File: config.mk
export PLATFORM = sky130hd
export DESIGN_NAME = color_grade_flat
export DESIGN_NICKNAME = d
export VERILOG_FILES = /design/src/hw/gba_video_pkg.sv /design/src/hw/raster_if.sv /design/src/hw/color_grade.sv /design/src/flat_wrapper.sv
export SDC_FILE = /design/constraint.sdc
export NUM_CORES = 1
export LEC_CHECK = 0
export BUFFER_PORTS_ARGS = -buffer_cell sky130_fd_sc_hd__buf_2
export CORE_UTILIZATION = 29
export CTS_CLUSTER_DIAMETER = 200
export DETAILED_ROUTE_END_ITERATION = 6
export PLACE_DENSITY = 0.51
export SLEW_MARGIN = 15
export SYNTH_ARGS = -nofsm -noshare
export SYNTH_HDL_FRONTEND = slang
export SYNTH_SLANG_ARGS = --single-unit
File: constraint.sdc
create_clock -name clk_sys -period 4.2 [get_ports clk_sys]
set_input_delay 0.21 -clock clk_sys [delete_from_list [all_inputs] [get_ports clk_sys]]
set_output_delay 0.21 -clock clk_sys [all_outputs]
set_load 0.05 [all_outputs]
File: src/hw/gba_video_pkg.sv
/*
 * Display engine constants
 * Raster geometry, sync positions, frame buffer sizing and the
 * RGB555 pixel type shared by the frame store, the timing
 * generator and the color stage
 */
package gba_video_pkg;

	// ==================================================
	// Picture and frame buffer
	// ==================================================
	localparam int H_VISIBLE = 240;                  // Visible dots per line
	localparam int V_VISIBLE = 160;                  // Visible lines per frame
	localparam int FB_DEPTH  = H_VISIBLE * V_VISIBLE; // 38400 entries
	localparam int FB_AW     = 16;                   // Core-side address width

	// ==================================================
	// Raster timing, all positions in dots and lines
	// ==================================================
	localparam int H_TOTAL  = 399;                   // Dots per line incl. blanking
	localparam int V_START  = 62;                    // First visible line
	localparam int V_END    = V_START + V_VISIBLE;   // First blanked line after picture
	localparam int HS_START = 293;                   // Hsync rises on this dot
	localparam int HS_LEN   = 32;
	localparam int HS_END   = HS_START + HS_LEN;     // Hsync falls on this dot
	localparam int VS_START = 1;                     // Vsync rises on this line
	localparam int VS_END   = 4;                     // Vsync falls on this line

	// Dot clock comes from clk_sys, no separate video clock
	localparam int DOT_DIV      = 8;
	localparam int DIV_W        = $clog2(DOT_DIV);
	localparam int SYNC_STRETCH = 8;                 // Frame-start pulse length in cycles

	// Counter widths, 9 bits each so the line counter can park at 511
	localparam int X_W = 9;
	localparam int Y_W = 9;

	// ==================================================
	// Pixel format
	// ==================================================
	// RGB555, red in the top bits as the core writes it
	typedef struct packed {
		logic [4:0] r;
		logic [4:0] g;
		logic [4:0] b;
	} pixel_t;

endpackage

File: src/hw/raster_if.sv
/*
 * Timed pixel stream
 * Carries the dot enable, sync, blanking and pixel color from the
 * raster generator to the color stage
 */
`timescale 1ns/1ps

interface raster_if;

	logic                  ce_pix; // One clk_sys cycle per dot
	logic                  hs;     // Horizontal sync, active high
	logic                  vs;     // Vertical sync, active high
	logic                  hbl;    // Horizontal blank
	logic                  vbl;    // Vertical blank
	gba_video_pkg::pixel_t rgb;    // Pixel for the current dot

	// Timing side drives everything
	modport src (
		output ce_pix, hs, vs, hbl, vbl, rgb
	);

	// Color side only looks
	modport dst (
		input ce_pix, hs, vs, hbl, vbl, rgb
	);

endinterface

File: src/hw/color_grade.sv
/*
 * Color stage
 * Widens RGB555 to 8 bits per channel, optionally pulls the picture
 * toward gray through a luma mix, and registers the VGA outputs
 */
`timescale 1ns/1ps

module color_grade (
	input  logic       clk_sys,
	input  logic       rst_n,
	input  logic       desat,    // 1 = washed-out handheld look
	raster_if.dst      vid,
	output logic       ce_pixel,
	output logic [7:0] vga_r,
	output logic [7:0] vga_g,
	output logic [7:0] vga_b,
	output logic       vga_hs,
	output logic       vga_vs,
	output logic       vga_de
);

	logic [7:0] r_in;
	logic [7:0] g_in;
	logic [7:0] b_in;
	logic [7:0] luma;

	// ==================================================
	// Channel math
	// ==================================================
	// 5 to 8 bits, top bits repeated so full scale stays full scale
	function automatic logic [7:0] widen(input logic [4:0] c);
		return {c, c[4:2]};
	endfunction

	// Three quarters of the channel plus a quarter of luma, wraps on overflow
	function automatic logic [7:0] mix(input logic [7:0] c, input logic [7:0] l);
		return (c >> 1) + (c >> 2) + (l >> 2);
	endfunction

	assign r_in = widen(vid.rgb.r);
	assign g_in = widen(vid.rgb.g);
	assign b_in = widen(vid.rgb.b);

	// Rough luma weights 1/4 R, 5/8 G, 1/8 B
	assign luma = (r_in >> 2) + (g_in >> 1) + (g_in >> 3) + (b_in >> 3);

	// ==================================================
	// Output registers
	// ==================================================
	always_ff @(posedge clk_sys) begin
		if (!rst_n) begin
			ce_pixel <= 1'b0;
			vga_hs   <= 1'b0;
			vga_vs   <= 1'b0;
			vga_de   <= 1'b0;
		end else begin
			ce_pixel <= vid.ce_pix; // Lines up with the new output values
			if (vid.ce_pix) begin
				vga_hs <= vid.hs;
				vga_vs <= vid.vs;
				vga_de <= !(vid.hbl || vid.vbl);
			end
		end
	end

	// Color payload
	always_ff @(posedge clk_sys) begin
		if (vid.ce_pix) begin
			vga_r <= desat ? mix(r_in, luma) : r_in;
			vga_g <= desat ? mix(g_in, luma) : g_in;
			vga_b <= desat ? mix(b_in, luma) : b_in;
		end
	end

	// Sync pulses sit in the blanking, never over picture
	a_de_no_sync: assert property (
		@(posedge clk_sys) disable iff (!rst_n)
		vga_de |-> (!vga_hs && !vga_vs)
	);

endmodule

File: src/flat_wrapper.sv
// flat-port wrapper written by rule: the top's interface ports become plain ports
module color_grade_flat 
  (clk_sys, rst_n, desat, ce_pixel, vga_r, vga_g, vga_b, vga_hs, vga_vs, vga_de, vid_ce_pix, vid_hs, vid_vs, vid_hbl, vid_vbl, vid_rgb);
  raster_if vid_i ();
  input  logic clk_sys;
  input  logic rst_n;
  input  logic desat;
  output logic ce_pixel;
  output logic [7:0] vga_r;
  output logic [7:0] vga_g;
  output logic [7:0] vga_b;
  output logic vga_hs;
  output logic vga_vs;
  output logic vga_de;
  input wire logic [$bits(vid_i.ce_pix)-1:0] vid_ce_pix;
  input wire logic [$bits(vid_i.hs)-1:0] vid_hs;
  input wire logic [$bits(vid_i.vs)-1:0] vid_vs;
  input wire logic [$bits(vid_i.hbl)-1:0] vid_hbl;
  input wire logic [$bits(vid_i.vbl)-1:0] vid_vbl;
  input wire logic [$bits(vid_i.rgb)-1:0] vid_rgb;
  assign vid_i.ce_pix = vid_ce_pix;
  assign vid_i.hs = vid_hs;
  assign vid_i.vs = vid_vs;
  assign vid_i.hbl = vid_hbl;
  assign vid_i.vbl = vid_vbl;
  assign vid_i.rgb = vid_rgb;
  color_grade u_core (.clk_sys(clk_sys), .rst_n(rst_n), .desat(desat), .vid(vid_i), .ce_pixel(ce_pixel), .vga_r(vga_r), .vga_g(vga_g), .vga_b(vga_b), .vga_hs(vga_hs), .vga_vs(vga_vs), .vga_de(vga_de));
endmodule
==> results.cfg, run 1 <==
[route]
first_pass_iters = 4
drt-initial-drc-count = 47
drcViolationCount = 0
drt_wl_total_um = 6090
dr_total_vias = 2093
final_antenna_net_count = 0
routed_via_density = 4.68
wire_per_inst_um = 13.6

[clock_network]
cts_tree = done
cts-resized-gates = 0
h-tree-depth = 1
clk_latency_ps = 270
cts_buffers = 3
postCtsSetupRepairBufs = 0
root_buffer = clkbuf_8
clock-sinks = 28
cts_max_path_buffers = 2
hold_buffers = 0
path_clk_slew_ps = 100

[logic_synthesis]
synth.largest_area_cell = edfxtp_1
ys_seq_area_share_pct = 30.7
synth_ff_type = edfxtp_1
synth_edf_count = 24
syn_inst = 237
synth_cell_type_count = 33
synth_top_cell_area_share_pct = 27.6
ys_warn_count = 0
postSynthAreaPerCell_um2 = 11.0
syn-num-nets = 317
synthArstFlopShare_pct = 0
synth-seq-cells = 28
netlist_top_cells_area = edfxtp_1, fa_1, ha_1
synth_area_um2 = 2610

[worst_setup_path]
worstSetupEndpointType = flip-flop
r2r-end = u_core.vga_de
cp_max_fo = 4
rrSetupSlack_ps = 3590
cpMostUsedCell = fa_1
required_ps = 4240
critical_path_class = in -> reg
cp_data_arrival_time_ps = 4080
critical_path.slowest_cell = fa_1
r2r-start = u_core.vga_de
cp_slowest_stage_delay_ps = 510
rr_worst_depth = 2
start_kind = primary input
worstPathCellList = buf_2 -> inv_1 -> fa_1 -> fa_1 -> inv_1 -> ha_1 -> and4b_1 -> nor3_2 -> or4b_1 -> o2111ai_2 -> buf_4 -> fa_1 -> ha_4 -> a21o_1 -> a211oi_1 -> nor2_1

[cells_and_area]
fin_area_um2 = 3560
antennaDiodeCount = 0
finish.utilization_pct = 40.8
layout-drive-gt1-share_pct = 36.9
final_common_cell = buf_4
seqCellArea_um2 = 801
multi_input_area_um2 = 1820
n_fill_cell = 853
layout.nets = 420
mostFrequentLayoutCells = buf_4, buf_2, fa_1
area_growth_pct = 36.3

[sta]
period_needed_ps = 4040
whs_ps = 176
slew_viol_final = 0
max_freq_mhz = 247
final-setup-viol-count = 0
min_period_over_period_pct = 96.2
finalClockSkew_ps = 0
finalHoldViolations = 0
slew_headroom_pct = 52.7
worst_slew_pin_slew_ps = 710
fin_ws_ps = 158
rsz0062_at_grt = false

[status]
outcome = completed

[placed_design]
dpl_cell_area_um2 = 3370
place_congestion = 0.804
dp_hpwl_um = 5070
dpl_worst_slack_ps = -289
io_buffers = 50

[global_routing]
grt_pass1_vias = 2042
grt-ovfl-total = 0
grt_antenna_before_repair = 0
grt_usage_pct = 13.0
grt_max_degree = 43
grt_pass1_wl_um = 9760

[floorplanning]
io_pins = 51
rows = 34
die_h_um = 96.9
die_x_um = 96.9
core_area_um2 = 8720
dieArea_um2 = 9380
start_util_pct = 29.9

[power]
p_leak_nw = 1.64
finalPower_mw = 2.77
ir_drop_mv = 0.200
power.density_nw_per_um2 = 779

[flow_run]
maxCapViolations = 0

[worst_hold_path]
min_delay_path_depth = 2
min_from = rst_n
hold_path_end = u_core.ce_pixel
min_path_type = in -> reg
sequential cells by signal, summed over array words and instances (netlist names):
name	cells
u_core.vga_b	8
u_core.vga_de	1
u_core.vga_vs	1
u_core.vga_r	8
u_core.ce_pixel	1
u_core.vga_hs	1
u_core.vga_g	8
layout make-up:
cell class	instances	share of cell area, %
timing repair buffer	102	18.0
sequential	28	22.5
clock buffer	3	1.16
tap	108	3.80
clock inverter	1	0.844
multi-input combinational	181	51.2
inverter	24	2.53
Yosys cell counts (3+ instances only):
cell type / count
dfxtp_1: 4
nor2b_1: 4
o22ai_1: 3
ha_1: 26
xnor2_1: 5
a21o_1: 9
nand3b_1: 4
o21ai_0: 7
nand3_1: 6
nand4_1: 3
xor2_1: 4
nor2_1: 12
o221ai_1: 3
a21oi_1: 12
a211oi_1: 3
nand2_1: 24
edfxtp_1: 24
inv_1: 24
mux2i_1: 6
nand2b_1: 4
fa_1: 31
o211ai_1: 4
a311o_1: 3
power by group:
part,internal (mW),leakage (nW),switching (mW)
Sequential,0.436,0.267,0.0169
Clock,0.128,0.0357,0.0872
Combinational,0.974,1.33,1.13
per-layer routing:
metal / track usage, % / wire length [um] / vias up
met5: 0 / 0 / -
met4: 4.13 / 95 / 0
met3: 1.37 / 179 / 6
met2: 21.3 / 2910 / 40
met1: 18.1 / 2910 / 1002
li1: - / - / 1045
worst max-delay path, delay by kind of cell:
kind | cells | cell delay [ps]
AOI/OAI and AO/OA | 3 | 560
adders and majority gates | 5 | 2030
buffers and inverters | 4 | 400
and+or+nand+nor | 4 | 860
cells by family after synthesis:
logic type,after synthesis,share of synthesized area [%]
adders and majority gates,57,36.2
xor gates and xnor gates,9,3.02
and+or+nand+nor,62,11.5
buffers and inverters,28,4.07
AOI/OAI and AO/OA,46,11.7
DFF,28,30.7
muxes,7,2.73
worst max path at each step:
stage	depth (start not counted)	end	from
after global placement	17	u_core.vga_g[7]	vid_rgb[7]
after global routing	18	u_core.vga_b[6]	vid_rgb[1]
after floorplan	15	u_core.vga_g[7]	vid_rgb[7]
after detailed placement	17	u_core.vga_g[7]	vid_rgb[7]
after CTS	17	u_core.vga_g[7]	vid_rgb[7]
final	16	u_core.vga_b[7]	vid_rgb[2]
through the flow:
step	cells	setup TNS, ps
2_1_floorplan	237	0
3_3_place_gp	443	-2030
3_5_place_dp	443	-2310
4_1_cts	447	0
5_1_grt	447	0
6_report	447	0
Power figures use the tool's default switching activity.
==> run 2: changes to the inputs <==
ABC_AREA = 1   (was not set)
PLACE_DENSITY = 0.49   (was 0.51)
clock period = 4.4 ns   (was 4.2 ns; I/O delays follow)
==> results.cfg, run 2 <==
[worst_setup_path]
critical_path.slowest_cell = fa_1
cp_slowest_stage_delay_ps = 510
worstSetupEndpointType = flip-flop
critical_path_class = in -> reg
crit_buf_inv = 5
endpoint = u_core.vga_r[5]
cp_data_arrival_time_ps = 4010
cp_num_cells = 19
crit_family = adder cells
start_kind = primary input
required_ps = 4440
r2r-end = u_core.vga_hs
rrSetupSlack_ps = 3760
crit_start = vid_rgb[6]
worstPathCellList = buf_2 -> inv_1 -> fa_1 -> fa_1 -> inv_1 -> ha_1 -> nand2_1 -> inv_1 -> nand3_1 -> nand3_1 -> xor2_1 -> buf_4 -> fa_1 -> ha_1 -> a21oi_1 -> nand2_1 -> or2_0 -> nand3_1 -> nand2_1
rr_worst_depth = 2
r2r-start = u_core.vga_hs
cp_max_fo = 5

[status]
violations = DRC
outcome = finished with violations

[clock_network]
cts_tree = done
hold_buffers = 0
clock-sinks = 28
postCtsSetupRepairBufs = 0
cts_buffers = 3
cts_max_path_buffers = 2
clk_latency_ps = 280
path_clk_slew_ps = 100
root_buffer = clkbuf_8
cts-resized-gates = 0
h-tree-depth = 1

[power]
finalPower_mw = 2.36
p_comb_share_pct = 73.5
power.density_nw_per_um2 = 731
p_leak_nw = 1.65
power_frac_seq_pct = 17.8
ir_drop_mv = 0.191
pwr-share-clk_pct = 8.7
internal_power_mw = 1.20
switching_power_mw = 1.16
p_sw_share_pct = 49.3

[floorplanning]
dieArea_um2 = 9530
start_util_pct = 30.1
die_x_um = 97.6
rows = 34
die_h_um = 97.6
io_pins = 51
core_area_um2 = 8810

[sta]
min_period_over_period_pct = 90.3
tns_ps = 0
slew_headroom_pct = 57.3
period_needed_ps = 3970
slew_viol_final = 0
worst_slew_pin_slew_ps = 640
finalHoldViolations = 0
max_freq_mhz = 252
finalClockSkew_ps = 0
rsz0062_at_grt = false
final-setup-viol-count = 0
fin_ws_ps = 429

[placed_design]
io_buffers = 50
placed_cells = 460
dpl_worst_slack_ps = 105
dp_hpwl_um = 5160
place_congestion = 0.826
dpl_cell_area_um2 = 3160

[cells_and_area]
final_common_cell = nand2_1
antennaDiodeCount = 0
reg.largest.list = u_core.vga_b (8), u_core.vga_g (8), u_core.vga_r (8)
area_growth_pct = 21.8
mostFrequentLayoutCells = nand2_1, buf_2, inv_1
layout-drive-gt1-share_pct = 21.6
final_cell_count_no_fill = 464
layout.nets = 437
fin_area_um2 = 3230

[route]
first_pass_iters = 6
drt_wl_total_um = 6130
drcViolationCount = 8
wire_per_inst_um = 13.2
drt-initial-drc-count = 63
dr_total_vias = 2067
final_antenna_net_count = 0
routed_via_density = 4.45

[logic_synthesis]
synthArstFlopShare_pct = 0
synth_top_cell_area_share_pct = 27.2
netlist_top_cells_area = edfxtp_1, fa_1, ha_1
ys_seq_area_share_pct = 30.2
synth.most_common_cell = nand2_1
synth.largest_area_cell = edfxtp_1
postSynthAreaPerCell_um2 = 9.24
synth.top_cells.by_count = nand2_1, inv_1, fa_1, ha_1, edfxtp_1
synth_area_um2 = 2650
synth_ff_type = edfxtp_1
syn-num-nets = 367
ys_warn_count = 0
synth_cell_type_count = 24
synth_edf_count = 24
synth-seq-cells = 28
syn_inst = 287

[global_routing]
grt_antenna_before_repair = 0
grt_max_degree = 31
grt_pass1_vias = 2218
grt_pass1_wl_um = 10500
grt_use_met2_pct = 24.9
grt_use_met3_pct = 1.87
grt_usage_pct = 14.1
top_usage_layer = met2
use_met1_pct = 18.0
grt-ovfl-total = 0

[flow_run]
maxCapViolations = 0

[worst_hold_path]
min_path_type = in -> reg
==> run 2: cell types whose count changed in the layout (fill, tap and decap cells not counted), moves of 7 or more <==
cell	previous run	this run
buf_4	52	19
ha_1	19	26
inv_1	23	42
nand2_1	24	78
nand3_1	6	21
==> run 2: worst min path at each step <==
stage          cells past startpoint  slack [ps]        from               to
2_1_floorplan                      2         310  vid_ce_pix  u_core.ce_pixel
3_3_place_gp                       3         440      vid_vs    u_core.vga_vs
3_5_place_dp                       3         460      vid_vs    u_core.vga_vs
4_1_cts                            3         150      vid_vs    u_core.vga_vs
5_1_grt                            3         150      vid_vs    u_core.vga_vs
6_report                           3         160      vid_vs    u_core.vga_vs
==> run 2: logic make-up (layout without fill, tap and decap cells) <==
kind of cell	after synthesis	in the layout	share of synthesized area, %
adder cells (fa/ha/maj)	57	57	35.7
XOR/XNOR	4	4	1.32
AND/OR/NAND/NOR	119	119	19.1
flip-flops	28	28	30.2
AO/OA/AOI/OAI	33	33	6.94
buffers and inverters	46	115	6.80
==> run 2: power groups by stage <==
stage | registers [mW] | clock network, mW | logic, mW
global route | 0.430 | 0.223 | 1.96
floorplan | 0.711 | 0 | 0.957
finish | 0.421 | 0.206 | 1.73
global placement | 0.428 | 0 | 1.72
CTS | 0.421 | 0.217 | 1.75
detailed placement | 0.427 | 0 | 1.74
==> run 2: cell type report <==
type,instances,area (um2)
Inverter,42,158
Clock inverter,1,30.0
Timing Repair Buffer,69,393
Clock buffer,3,41.3
Sequential cell,28,801
Multi-Input combinational cell,213,1670
Tap cell,108,135
Fill cell,905,5580
==> run 2: worst reg2reg max path, cell delays in order (launching register included) <==
cell and delay (ps):
dfxtp_1 320, o21ai_0 170, nor2_1 50
==> run 2: metal layers <==
metal	up-vias	part of all wire (%)	routed length (um)
li1	1074	-	-
met1	957	47	2890
met2	34	49	2990
met3	2	3.3	201
met4	0	0.90	55
met5	-	0	0
==> run 2: stage by stage <==
step | hold slack (ps) | util, %
after CTS | 151 | 36.7
final | 157 | 36.7
after detailed placement | 456 | 35.8
after global routing | 153 | 36.7
after global placement | 445 | 35.8
after floorplan | 313 | -
