**config.mk**
```make
export PLATFORM = sky130hd
export DESIGN_NAME = raster_timing_flat
export DESIGN_NICKNAME = d
export VERILOG_FILES = /design/src/hw/gba_video_pkg.sv /design/src/hw/raster_if.sv /design/src/hw/raster_timing.sv /design/src/flat_wrapper.sv
export SDC_FILE = /design/constraint.sdc
export NUM_CORES = 1
export LEC_CHECK = 0
export ABC_AREA = 0
export BUFFER_PORTS_ARGS = -buffer_cell sky130_fd_sc_hd__buf_2
export CAP_MARGIN = 20
export CORE_UTILIZATION = 30
export DETAILED_ROUTE_END_ITERATION = 10
export PLACE_DENSITY = 0.53
export REMOVE_ABC_BUFFERS = 1
export SYNTH_ARGS = -nofsm -noshare
export SYNTH_HDL_FRONTEND = slang
export SYNTH_SLANG_ARGS = --single-unit
```
**constraint.sdc**
```tcl
create_clock -name clk_sys -period 2.1 [get_ports clk_sys]
set_clock_uncertainty 0.05 [all_clocks]
set_input_delay 0 -clock clk_sys [delete_from_list [all_inputs] [get_ports clk_sys]]
set_output_delay 0 -clock clk_sys [all_outputs]
set_load 0.05 [all_outputs]
```
**src/hw/gba_video_pkg.sv**
```systemverilog
/*
 * Display engine constants
 * Raster geometry, sync positions, frame buffer sizing and the
 * RGB555 pixel type shared by the frame store, the timing
 * generator and the color stage
 */
package gba_video_pkg;

	// ==================================================
	// Picture and frame buffer
	// ==================================================
	localparam int H_VISIBLE = 240;                  // Visible dots per line
	localparam int V_VISIBLE = 160;                  // Visible lines per frame
	localparam int FB_DEPTH  = H_VISIBLE * V_VISIBLE; // 38400 entries
	localparam int FB_AW     = 16;                   // Core-side address width

	// ==================================================
	// Raster timing, all positions in dots and lines
	// ==================================================
	localparam int H_TOTAL  = 399;                   // Dots per line incl. blanking
	localparam int V_START  = 62;                    // First visible line
	localparam int V_END    = V_START + V_VISIBLE;   // First blanked line after picture
	localparam int HS_START = 293;                   // Hsync rises on this dot
	localparam int HS_LEN   = 32;
	localparam int HS_END   = HS_START + HS_LEN;     // Hsync falls on this dot
	localparam int VS_START = 1;                     // Vsync rises on this line
	localparam int VS_END   = 4;                     // Vsync falls on this line

	// Dot clock comes from clk_sys, no separate video clock
	localparam int DOT_DIV      = 8;
	localparam int DIV_W        = $clog2(DOT_DIV);
	localparam int SYNC_STRETCH = 8;                 // Frame-start pulse length in cycles

	// Counter widths, 9 bits each so the line counter can park at 511
	localparam int X_W = 9;
	localparam int Y_W = 9;

	// ==================================================
	// Pixel format
	// ==================================================
	// RGB555, red in the top bits as the core writes it
	typedef struct packed {
		logic [4:0] r;
		logic [4:0] g;
		logic [4:0] b;
	} pixel_t;

endpackage

```
**src/hw/raster_if.sv**
```systemverilog
/*
 * Timed pixel stream
 * Carries the dot enable, sync, blanking and pixel color from the
 * raster generator to the color stage
 */
`timescale 1ns/1ps

interface raster_if;

	logic                  ce_pix; // One clk_sys cycle per dot
	logic                  hs;     // Horizontal sync, active high
	logic                  vs;     // Vertical sync, active high
	logic                  hbl;    // Horizontal blank
	logic                  vbl;    // Vertical blank
	gba_video_pkg::pixel_t rgb;    // Pixel for the current dot

	// Timing side drives everything
	modport src (
		output ce_pix, hs, vs, hbl, vbl, rgb
	);

	// Color side only looks
	modport dst (
		input ce_pix, hs, vs, hbl, vbl, rgb
	);

endinterface

```
**src/hw/raster_timing.sv**
```systemverilog
/*
 * Raster generator
 * Divides clk_sys down to the dot rate, counts 399 dots by 264 lines,
 * places sync and blanking, walks the frame buffer in display order
 * and snaps back to line 0 when the core starts a frame in vblank
 */
`timescale 1ns/1ps

module raster_timing (
	input  logic                            clk_sys,
	input  logic                            rst_n,
	input  logic                            frame_start, // Stretched pixel-0 write
	output logic [gba_video_pkg::FB_AW-1:0] rd_addr,
	input  gba_video_pkg::pixel_t           rd_data,
	raster_if.src                           vid
);

	logic [gba_video_pkg::DIV_W-1:0] div;         // Dot divider
	logic [gba_video_pkg::X_W-1:0]   x;           // Dot within line
	logic [gba_video_pkg::Y_W-1:0]   y;           // Line within frame
	logic [gba_video_pkg::X_W-1:0]   x_cur;
	logic [gba_video_pkg::Y_W-1:0]   y_cur;
	logic                            fs_d;        // frame_start, one cycle late
	logic                            resync_pend; // Resync waiting for the next dot
	logic                            vis_dot;
	logic                            vis_line;

	// ==================================================
	// Dot enable
	// ==================================================
	always_ff @(posedge clk_sys) begin
		if (!rst_n) begin
			div        <= '0;
			vid.ce_pix <= 1'b0;
		end else begin
			if (div == gba_video_pkg::DOT_DIV - 1)
				div <= '0;
			else
				div <= div + 1'b1;
			vid.ce_pix <= (div == gba_video_pkg::DOT_DIV - 1); // One cycle in eight
		end
	end

	// ==================================================
	// Resync request
	// ==================================================
	// Edge can come in any cycle, it is held until the next dot
	always_ff @(posedge clk_sys) begin
		if (!rst_n) begin
			fs_d        <= 1'b0;
			resync_pend <= 1'b0;
		end else begin
			fs_d <= frame_start;
			if (vid.ce_pix)
				resync_pend <= 1'b0; // Consumed by this dot
			if (frame_start && !fs_d && vid.vbl)
				resync_pend <= 1'b1; // Only honoured in vertical blank
		end
	end

	// Dot being processed, a pending resync makes it dot 0 of line 0
	assign x_cur = resync_pend ? '0 : x;
	assign y_cur = resync_pend ? '0 : y;

	assign vis_dot  = (x_cur < gba_video_pkg::H_VISIBLE);
	assign vis_line = (y_cur >= gba_video_pkg::V_START) && (y_cur < gba_video_pkg::V_END);

	// ==================================================
	// Counters, sync, blanking and read address
	// ==================================================
	always_ff @(posedge clk_sys) begin
		if (!rst_n) begin
			x       <= '0;
			y       <= '0;
			vid.hs  <= 1'b0;
			vid.vs  <= 1'b0;
			vid.hbl <= 1'b0;
			vid.vbl <= 1'b1; // Start in vblank so the first core frame locks us
			rd_addr <= '0;
		end else if (vid.ce_pix) begin
			vid.hbl <= !vis_dot;
			vid.vbl <= !vis_line;

			if (resync_pend) begin
				vid.hs <= 1'b0; // Drop any pulse in flight
				vid.vs <= 1'b0;
			end else begin
				if (x_cur == gba_video_pkg::HS_START) begin
					vid.hs <= 1'b1;
					// Vsync edges line up with the hsync leading edge
					if (y_cur == gba_video_pkg::VS_START)
						vid.vs <= 1'b1;
					if (y_cur == gba_video_pkg::VS_END)
						vid.vs <= 1'b0;
				end
				if (x_cur == gba_video_pkg::HS_END)
					vid.hs <= 1'b0;
			end

			// Address issued now is shown on the next dot
			if (!vis_line)
				rd_addr <= '0;
			else if (vis_dot) begin
				if (rd_addr == gba_video_pkg::FB_DEPTH - 1)
					rd_addr <= '0; // Last pixel, park at 0 for the next frame
				else
					rd_addr <= rd_addr + 1'b1;
			end

			if (x_cur == gba_video_pkg::H_TOTAL - 1) begin
				x <= '0;
				// Free-running raster stops at 511 and stays blanked
				if (&y_cur)
					y <= y_cur;
				else
					y <= y_cur + 1'b1;
			end else begin
				x <= x_cur + 1'b1;
				y <= y_cur;
			end
		end
	end

	// Pixel payload, one per dot
	always_ff @(posedge clk_sys) begin
		if (vid.ce_pix)
			vid.rgb <= rd_data;
	end

	// ==================================================
	// Checks
	// ==================================================
	a_ce_single: assert property (
		@(posedge clk_sys) disable iff (!rst_n)
		vid.ce_pix |=> !vid.ce_pix
	);

	// Frame store only has FB_DEPTH entries
	a_rd_range: assert property (
		@(posedge clk_sys) disable iff (!rst_n)
		rd_addr < gba_video_pkg::FB_DEPTH
	);

endmodule

```
**src/flat_wrapper.sv**
```systemverilog
// flat-port wrapper written by rule: the top's interface ports become plain ports
module raster_timing_flat 
  (clk_sys, rst_n, frame_start, rd_addr, rd_data, vid_ce_pix, vid_hs, vid_vs, vid_hbl, vid_vbl, vid_rgb);
  raster_if vid_i ();
  input  logic clk_sys;
  input  logic rst_n;
  input  logic frame_start;
  output logic [gba_video_pkg::FB_AW-1:0] rd_addr;
  input  gba_video_pkg::pixel_t rd_data;
  output wire logic [$bits(vid_i.ce_pix)-1:0] vid_ce_pix;
  output wire logic [$bits(vid_i.hs)-1:0] vid_hs;
  output wire logic [$bits(vid_i.vs)-1:0] vid_vs;
  output wire logic [$bits(vid_i.hbl)-1:0] vid_hbl;
  output wire logic [$bits(vid_i.vbl)-1:0] vid_vbl;
  output wire logic [$bits(vid_i.rgb)-1:0] vid_rgb;
  assign vid_ce_pix = vid_i.ce_pix;
  assign vid_hs = vid_i.hs;
  assign vid_vs = vid_i.vs;
  assign vid_hbl = vid_i.hbl;
  assign vid_vbl = vid_i.vbl;
  assign vid_rgb = vid_i.rgb;
  raster_timing u_core (.clk_sys(clk_sys), .rst_n(rst_n), .frame_start(frame_start), .rd_addr(rd_addr), .rd_data(rd_data), .vid(vid_i));
endmodule
```
==> metrics.txt, run 1 <==
# TYPE chip_impl_metric gauge
chip_impl_info{name="critical_path.startpoint_type",value="flop"} 1
chip_impl_info{name="holdPathEnd",value="u_core.vid.rgb[0]$_DFFE_PP_"} 1
chip_impl_metric{name="worstHoldPathCells",unit=""} 2
chip_impl_metric{name="worstMarginPinSlew",unit="ns"} 0.573
chip_impl_metric{name="cp_max_fo",unit=""} 3
chip_impl_metric{name="h-tree-depth",unit=""} 3
chip_impl_metric{name="num-nets-final",unit=""} 461
chip_impl_metric{name="max_clock_freq",unit="MHz"} 494
chip_impl_metric{name="first_global_vias",unit=""} 2769
chip_impl_info{name="run_status",value="finished, final reports clean"} 1
chip_impl_metric{name="synthesis.area",unit="mm^2"} 0.00297
chip_impl_metric{name="placed_cell_area",unit="mm^2"} 0.00363
chip_impl_info{name="worst_hold_path_type",value="in -> reg"} 1
chip_impl_metric{name="count_of_filler_cells_inserted_in_the_layout",unit=""} 920
chip_impl_info{name="cts_tree",value="done"} 1
chip_impl_metric{name="reg2regPathDepth",unit=""} 4
chip_impl_metric{name="dieArea",unit="mm^2"} 0.0103
chip_impl_metric{name="totalPowerFinal",unit="W"} 0.00240
chip_impl_info{name="netlist.top_cell.by_area",value="sky130_fd_sc_hd__dfxtp_1"} 1
chip_impl_metric{name="placement_rows",unit=""} 35
chip_impl_metric{name="vdd_drop_max",unit="uV"} 262
chip_impl_metric{name="total_core_area",unit="mm^2"} 0.00942
chip_impl_info{name="setup_repair_after_global_routing_missed_its_margin",value="true"} 1
chip_impl_info{name="synth_commonest_cells",value="sky130_fd_sc_hd__dfxtp_1, sky130_fd_sc_hd__nand2_1, sky130_fd_sc_hd__a21oi_1, sky130_fd_sc_hd__nor2_1, sky130_fd_sc_hd__nand3_1"} 1
chip_impl_metric{name="synthesis.instances",unit=""} 327
chip_impl_metric{name="worst_skew_pair_later_pin_latency",unit="ns"} 0.34
chip_impl_metric{name="initial_core_util",unit="%"} 31.6
chip_impl_info{name="timing.setup.critical_path_class",value="reg -> reg"} 1
chip_impl_metric{name="grt.overflow.total",unit=""} 0
chip_impl_metric{name="maxSlewHeadroom",unit="%"} 61.5
chip_impl_metric{name="cp_data_required_time",unit="ns"} 2.27
chip_impl_metric{name="number_of_enable_type_register_cells_in_the_synthesized_netlist",unit=""} 15
chip_impl_metric{name="global_route.usage.total",unit="%"} 16.8
chip_impl_metric{name="static-leakage-power",unit="nW"} 1.59
chip_impl_info{name="clockRootBuffer",value="sky130_fd_sc_hd__clkbuf_8"} 1
chip_impl_metric{name="detailed_place_hpwl",unit="mm"} 5.52
chip_impl_metric{name="drt_first_pass_iters",unit=""} 5
chip_impl_metric{name="cap_violations",unit=""} 0
chip_impl_metric{name="clk_transition_reported_paths",unit="ns"} 0.08
chip_impl_metric{name="postSynth.asyncResetShare",unit="%"} 0
chip_impl_metric{name="finalCritPeriodShare",unit="%"} 96.4
chip_impl_metric{name="synth_warnings",unit=""} 0
chip_impl_metric{name="yosys_register_bits",unit=""} 59
chip_impl_info{name="synth_top_flop_cell",value="sky130_fd_sc_hd__dfxtp_1"} 1
chip_impl_metric{name="maximum_number_of_pins_on_one_net_before_global_route_repair",unit=""} 41
chip_impl_info{name="crit-reg2reg-capture",value="u_core.y[0]$_SDFFE_PN0P_"} 1
chip_impl_metric{name="final_design_area_no_fill",unit="mm^2"} 0.00408
chip_impl_info{name="synth.top_cells.by_area",value="sky130_fd_sc_hd__dfxtp_1, sky130_fd_sc_hd__edfxtp_1, sky130_fd_sc_hd__nand2_1, sky130_fd_sc_hd__a21oi_1, sky130_fd_sc_hd__ha_1"} 1
chip_impl_metric{name="cts_buffer_depth",unit=""} 2
chip_impl_metric{name="wl_per_cell",unit="um"} 14.1
chip_impl_metric{name="die_width",unit="um"} 102
chip_impl_metric{name="report.final.slew_viol_count",unit=""} 0
chip_impl_metric{name="drive_above_1_share",unit="%"} 31.5
chip_impl_metric{name="route.final.wire_length",unit="mm"} 8.03
chip_impl_metric{name="yosys_top_cell_area_share",unit="%"} 29.6
chip_impl_metric{name="vias",unit=""} 2910
chip_impl_metric{name="antenna_violations_before_repair",unit=""} 0
chip_impl_metric{name="finalHoldViolCount",unit=""} 0
chip_impl_metric{name="cts_inserted_buffers",unit=""} 9
chip_impl_info{name="post-synth-top-count-cell",value="sky130_fd_sc_hd__dfxtp_1"} 1
chip_impl_metric{name="netlist-cell-type-count",unit=""} 58
chip_impl_metric{name="ports_placed_on_the_boundary",unit=""} 54
chip_impl_metric{name="drt_drc_violations_left",unit=""} 0
chip_impl_metric{name="seq_area_frac_synth",unit="%"} 44.8
chip_impl_metric{name="post_drt_via_cell_ratio",unit=""} 5.11
chip_impl_metric{name="arrival",unit="ns"} 2.20
chip_impl_metric{name="power.density_cell_area",unit="mW/mm^2"} 587
chip_impl_metric{name="die_h",unit="um"} 102
chip_impl_metric{name="area.growth.synth_to_final",unit="%"} 37.3
chip_impl_info{name="timing.critical_path.to_type",value="flop"} 1
chip_impl_info{name="r2r_start",value="u_core.x[4]$_SDFFE_PN0P_"} 1
chip_impl_metric{name="layout_min_cycle_time",unit="ns"} 2.03
chip_impl_metric{name="mean_post_synth_cell_area",unit="um^2"} 9.09
chip_impl_metric{name="numPortBuffers",unit=""} 53
chip_impl_metric{name="ff2ff_setup_slack",unit="ns"} 0.07
chip_impl_metric{name="drt_iter0_markers",unit=""} 110
chip_impl_metric{name="tritoncts_num_sinks",unit=""} 59
chip_impl_metric{name="final-setup-viol-count",unit=""} 0
chip_impl_info{name="hp-start",value="rd_data[0]"} 1
chip_impl_metric{name="antenna_cells",unit=""} 0
chip_impl_metric{name="grt_first_pass_wirelength",unit="mm"} 13.5
chip_impl_metric{name="gp_congestion",unit=""} 0.896
chip_impl_metric{name="drtAntennaViolNets",unit=""} 0
what timing repair did:
item,4_1_cts,5_1_grt
hold buffers,17,0
endpoints found under the hold margin,21,0
pin swaps,0,6
setup endpoints to repair,18,13
gates resized for setup,1,14
setup buffers,0,3
worst max-delay path by stage:
stage	startpoint	to	slack (ns)	cells after the start
2_1_floorplan	u_core.vid.ce_pix$_SDFF_PN0_	u_core.y[4]$_SDFFE_PN0P_	-1.15	5
3_3_place_gp	u_core.resync_pend$_SDFFE_PN0P_	u_core.y[1]$_SDFFE_PN0P_	-0.01	7
3_5_place_dp	u_core.resync_pend$_SDFFE_PN0P_	u_core.vid.vs$_SDFFE_PN0P_	-0.15	9
4_1_cts	u_core.resync_pend$_SDFFE_PN0P_	u_core.y[4]$_SDFFE_PN0P_	0.002	5
5_1_grt	u_core.resync_pend$_SDFFE_PN0P_	u_core.rd_addr[15]$_SDFFE_PN0P_	-0.0008	6
6_report	u_core.x[4]$_SDFFE_PN0P_	u_core.y[0]$_SDFFE_PN0P_	0.07	4
metal layers:
layer	GRT usage, %	routed length (um)	vias to the layer above
li1	-	-	1462
met4	6.58	95	0
met2	27.5	3800	70
met3	4.35	277	12
met5	0	0	-
met1	21.1	3860	1366
report_power, final:
part           leakage, nW  internal [W]  switching, W
combinational        0.997     0.0000639     0.0000554
sequential           0.491       0.00117    0.00000608
clock                0.105      0.000569      0.000531
layout make-up:
class                           instances  area [um^2]  share of cell area, %
Sequential cell                        59         1340                   32.7
Multi-Input combinational cell        236         1550                   37.9
Timing Repair Buffer                  115          773                   18.9
Tap cell                              129          161                   3.95
Clock buffer                            9          124                   3.03
Inverter                               15         56.3                   1.38
Clock inverter                          7         82.6                   2.02
stage by stage:
step / util (%) / hold slack [ns] / cells / setup TNS, ns / worst slack [ns]
floorplan: - / 0.0489 / 310 / -20.38 / -1.15
global placement: 38.6 / 0.128 / 534 / -0.0315 / -0.0107
detailed placement: 38.6 / 0.128 / 534 / -1.08 / -0.150
CTS: 42.6 / 0.296 / 567 / 0 / 0.00170
global route: 43.3 / 0.305 / 570 / -0.000840 / -0.000840
finish: 43.3 / 0.317 / 570 / 0 / 0.0748
placed cells by master (no fill, tap or decap), drive strengths merged, types with 8 or more instances in the layout:
cell	n
buf	98
dfxtp	44
nand2	30
a21oi	22
nor2	20
inv	18
dlygate4sd3	17
nand3	16
o21ai	15
edfxtp	15
and2	9
and3	9
clkbuf	9
nor3	9
a31oi	8
nand4	8
worst max-delay path, stage by stage, from the launching register on:
cell                      delay (ns)
sky130_fd_sc_hd__dfxtp_1        0.33
sky130_fd_sc_hd__or4b_4         0.55
sky130_fd_sc_hd__or4_2          0.69
sky130_fd_sc_hd__a21oi_2        0.18
sky130_fd_sc_hd__o22ai_1        0.10
cells by family (layout without fill, tap and decap cells):
family | count (synthesis) | in the layout | share of synthesized area, %
DFF | 59 | 59 | 44.8
and+or+nand+nor | 144 | 144 | 27.9
xor gates and xnor gates | 1 | 1 | 0.295
muxes | 7 | 7 | 2.44
adders and majority gates | 7 | 7 | 2.95
AOI/OAI and AO/OA | 77 | 77 | 17.0
buffers and inverters | 32 | 146 | 4.59
state kept, by name, summed over array words and instances (netlist names):
name and cells:
u_core.div 3, u_core.fs_d 1, u_core.rd_addr 16, u_core.resync_pend 1, u_core.vid.ce_pix 1, u_core.vid.hbl 1
u_core.vid.hs 1, u_core.vid.rgb 15, u_core.vid.vbl 1, u_core.vid.vs 1, u_core.x 9, u_core.y 9
No activity file was read; power rests on OpenSTA's default activity.
==> run 2: changes to the inputs <==
- CORE_ASPECT_RATIO: default -> 0.7
==> metrics.txt, run 2 (synthesis gave the netlist of run 1 again) <==
# TYPE chip_impl_metric gauge
chip_impl_info{name="run_status",value="finished, final reports clean"} 1
chip_impl_metric{name="placement_rows",unit=""} 29
chip_impl_metric{name="antenna_cells",unit=""} 0
chip_impl_metric{name="drtAntennaViolNets",unit=""} 0
chip_impl_metric{name="drt_drc_violations_left",unit=""} 0
chip_impl_info{name="mostFrequentLayoutCell",value="sky130_fd_sc_hd__buf_2"} 1
chip_impl_metric{name="post-place-cells",unit=""} 520
chip_impl_info{name="largestRegisters",value="u_core.rd_addr: 16 flops, u_core.vid.rgb: 15 flops"} 1
chip_impl_metric{name="worst_setup_timing_slack_at_the_placement_stage",unit="ns"} -0.0726
chip_impl_metric{name="drive_above_1_share",unit="%"} 29.5
chip_impl_metric{name="total_core_area",unit="mm^2"} 0.00933
chip_impl_metric{name="h-tree-depth",unit=""} 3
chip_impl_metric{name="clk_transition_reported_paths",unit="ns"} 0.05
chip_impl_metric{name="vdd_drop_max",unit="uV"} 510
chip_impl_info{name="timing.critical_path.to_type",value="flop"} 1
chip_impl_metric{name="global_route.usage.total",unit="%"} 17.4
chip_impl_metric{name="dieArea",unit="mm^2"} 0.0103
chip_impl_metric{name="detailed_place_hpwl",unit="mm"} 5.95
chip_impl_metric{name="first_global_vias",unit=""} 2690
chip_impl_metric{name="die_h",unit="um"} 85.3
chip_impl_metric{name="wl_per_cell",unit="um"} 15.4
chip_impl_metric{name="worstMarginPinSlew",unit="ns"} 0.709
chip_impl_metric{name="route.final.wire_length",unit="mm"} 8.59
chip_impl_metric{name="cp_data_required_time",unit="ns"} 2.30
chip_impl_info{name="clockRootBuffer",value="sky130_fd_sc_hd__clkbuf_16"} 1
chip_impl_metric{name="num-nets-final",unit=""} 454
chip_impl_info{name="r2r_start",value="u_core.resync_pend$_SDFFE_PN0P_"} 1
chip_impl_metric{name="largest_register_ffs",unit=""} 16
chip_impl_info{name="registers.top_by_ff_count",value="u_core.rd_addr"} 1
chip_impl_info{name="critical_path.startpoint_type",value="flop"} 1
chip_impl_metric{name="layout_min_cycle_time",unit="ns"} 2.05
chip_impl_metric{name="finalCritPeriodShare",unit="%"} 97.4
chip_impl_metric{name="die_width",unit="um"} 121
chip_impl_info{name="crit-reg2reg-capture",value="u_core.y[3]$_SDFFE_PN0P_"} 1
chip_impl_metric{name="grt_first_pass_wirelength",unit="mm"} 13.8
chip_impl_metric{name="ff2ff_setup_slack",unit="ns"} 0.05
chip_impl_metric{name="finalHoldViolCount",unit=""} 0
chip_impl_info{name="setup_repair_after_global_routing_missed_its_margin",value="true"} 1
chip_impl_metric{name="finish.utilization",unit="%"} 44.6
chip_impl_metric{name="worstHoldPathCells",unit=""} 2
chip_impl_metric{name="cts_buffer_depth",unit=""} 2
chip_impl_metric{name="antenna_violations_before_repair",unit=""} 0
chip_impl_metric{name="maxSlewHeadroom",unit="%"} 52.3
chip_impl_metric{name="grt.overflow.total",unit=""} 0
chip_impl_info{name="worst_hold_path_type",value="in -> reg"} 1
chip_impl_metric{name="cp_max_fo",unit=""} 6
chip_impl_info{name="layout_common_cells",value="sky130_fd_sc_hd__buf_2, sky130_fd_sc_hd__dfxtp_1, sky130_fd_sc_hd__buf_4"} 1
chip_impl_metric{name="arrival",unit="ns"} 2.25
chip_impl_metric{name="totalPowerFinal",unit="W"} 0.00299
chip_impl_metric{name="drt_first_pass_iters",unit=""} 4
chip_impl_metric{name="drt_iter0_markers",unit=""} 153
chip_impl_metric{name="static-leakage-power",unit="nW"} 1.62
chip_impl_metric{name="count_of_filler_cells_inserted_in_the_layout",unit=""} 939
chip_impl_metric{name="final-setup-viol-count",unit=""} 0
chip_impl_metric{name="finalSetupTns",unit="ns"} 0
chip_impl_info{name="holdPathEnd",value="u_core.vid.rgb[10]$_DFFE_PP_"} 1
chip_impl_metric{name="layoutNonFillerInstCount",unit=""} 558
chip_impl_metric{name="layout_setup_ws",unit="ns"} 0.0538
chip_impl_metric{name="cts_inserted_buffers",unit=""} 9
chip_impl_info{name="hp-start",value="rd_data[10]"} 1
chip_impl_metric{name="area.growth.synth_to_final",unit="%"} 39.8
chip_impl_metric{name="post_drt_via_cell_ratio",unit=""} 5.15
chip_impl_metric{name="worst_skew_pair_later_pin_latency",unit="ns"} 0.33
chip_impl_metric{name="gp_congestion",unit=""} 0.816
chip_impl_metric{name="report.final.slew_viol_count",unit=""} 0
chip_impl_metric{name="reg2regPathDepth",unit=""} 9
chip_impl_metric{name="maximum_number_of_pins_on_one_net_before_global_route_repair",unit=""} 28
chip_impl_metric{name="cap_violations",unit=""} 0
chip_impl_metric{name="vias",unit=""} 2876
chip_impl_info{name="timing.setup.critical_path_class",value="reg -> reg"} 1
chip_impl_metric{name="ports_placed_on_the_boundary",unit=""} 54
chip_impl_info{name="cts_tree",value="done"} 1
chip_impl_metric{name="max_clock_freq",unit="MHz"} 489
chip_impl_metric{name="power.density_cell_area",unit="mW/mm^2"} 719
chip_impl_metric{name="initial_core_util",unit="%"} 31.9
chip_impl_metric{name="numPortBuffers",unit=""} 53
chip_impl_metric{name="tritoncts_num_sinks",unit=""} 59
## run 2: critical path, stage by stage (launching register included)
cell and delay [ns]:
sky130_fd_sc_hd__dfxtp_4 0.37, sky130_fd_sc_hd__inv_2 0.07, sky130_fd_sc_hd__nand2_2 0.06, sky130_fd_sc_hd__inv_2 0.09, sky130_fd_sc_hd__ha_4 0.14, sky130_fd_sc_hd__nand4_1 0.14
sky130_fd_sc_hd__or4_4 0.57, sky130_fd_sc_hd__nor3_4 0.19, sky130_fd_sc_hd__a32oi_1 0.11, sky130_fd_sc_hd__nor3_1 0.18
## run 2: report_power, final
part / internal (W) / total [W] / switching (W)
Sequential: 0.00117 / 0.00118 / 0.00000578
Combinational: 0.0000568 / 0.000112 / 0.0000548
Clock: 0.00118 / 0.00170 / 0.000517
Total: 0.00241 / 0.00299 / 0.000578
## run 2: stage by stage
step | hold slack (ns) | area (um^2)
global placement | 0.128 | 3560
CTS | 0.314 | 4090
detailed placement | 0.129 | 3560
global route | 0.317 | 4160
floorplan | 0.0489 | 2890
finish | 0.326 | 4160
## run 2: what timing repair did
action	CTS	global route
setup endpoints to repair	12	13
hold endpoints to repair	21	0
pin swaps	0	6
resized for setup	1	13
buffers inserted	2	3
hold buffers	17	0
## run 2: routing by layer
metal / routed length (um) / track usage, %
met3: 694 / 5.38
met1: 4350 / 24.4
met2: 3430 / 24.5
met4: 121 / 7.30
met5: 0 / 0
## run 2: worst max-delay path by stage
stage | start | to | cells past startpoint
final | u_core.resync_pend$_SDFFE_PN0P_ | u_core.y[3]$_SDFFE_PN0P_ | 9
after global routing | u_core.resync_pend$_SDFFE_PN0P_ | u_core.y[3]$_SDFFE_PN0P_ | 9
after CTS | u_core.resync_pend$_SDFFE_PN0P_ | u_core.y[4]$_SDFFE_PN0P_ | 5
after detailed placement | u_core.resync_pend$_SDFFE_PN0P_ | u_core.rd_addr[0]$_SDFFE_PN0P_ | 5
after global placement | u_core.resync_pend$_SDFFE_PN0P_ | u_core.rd_addr[0]$_SDFFE_PN0P_ | 5
after floorplan | u_core.vid.ce_pix$_SDFF_PN0_ | u_core.y[4]$_SDFFE_PN0P_ | 5
## run 2: area by class of cell
type / instances / area (um^2) / area share (%)
clock buffer: 10 / 239 / 5.75
clock inverter: 6 / 103 / 2.47
inverter: 15 / 56.3 / 1.36
multi-input combinational: 236 / 1550 / 37.2
sequential: 59 / 1340 / 32.2
tap: 124 / 155 / 3.73
timing repair buffer: 108 / 718 / 17.3
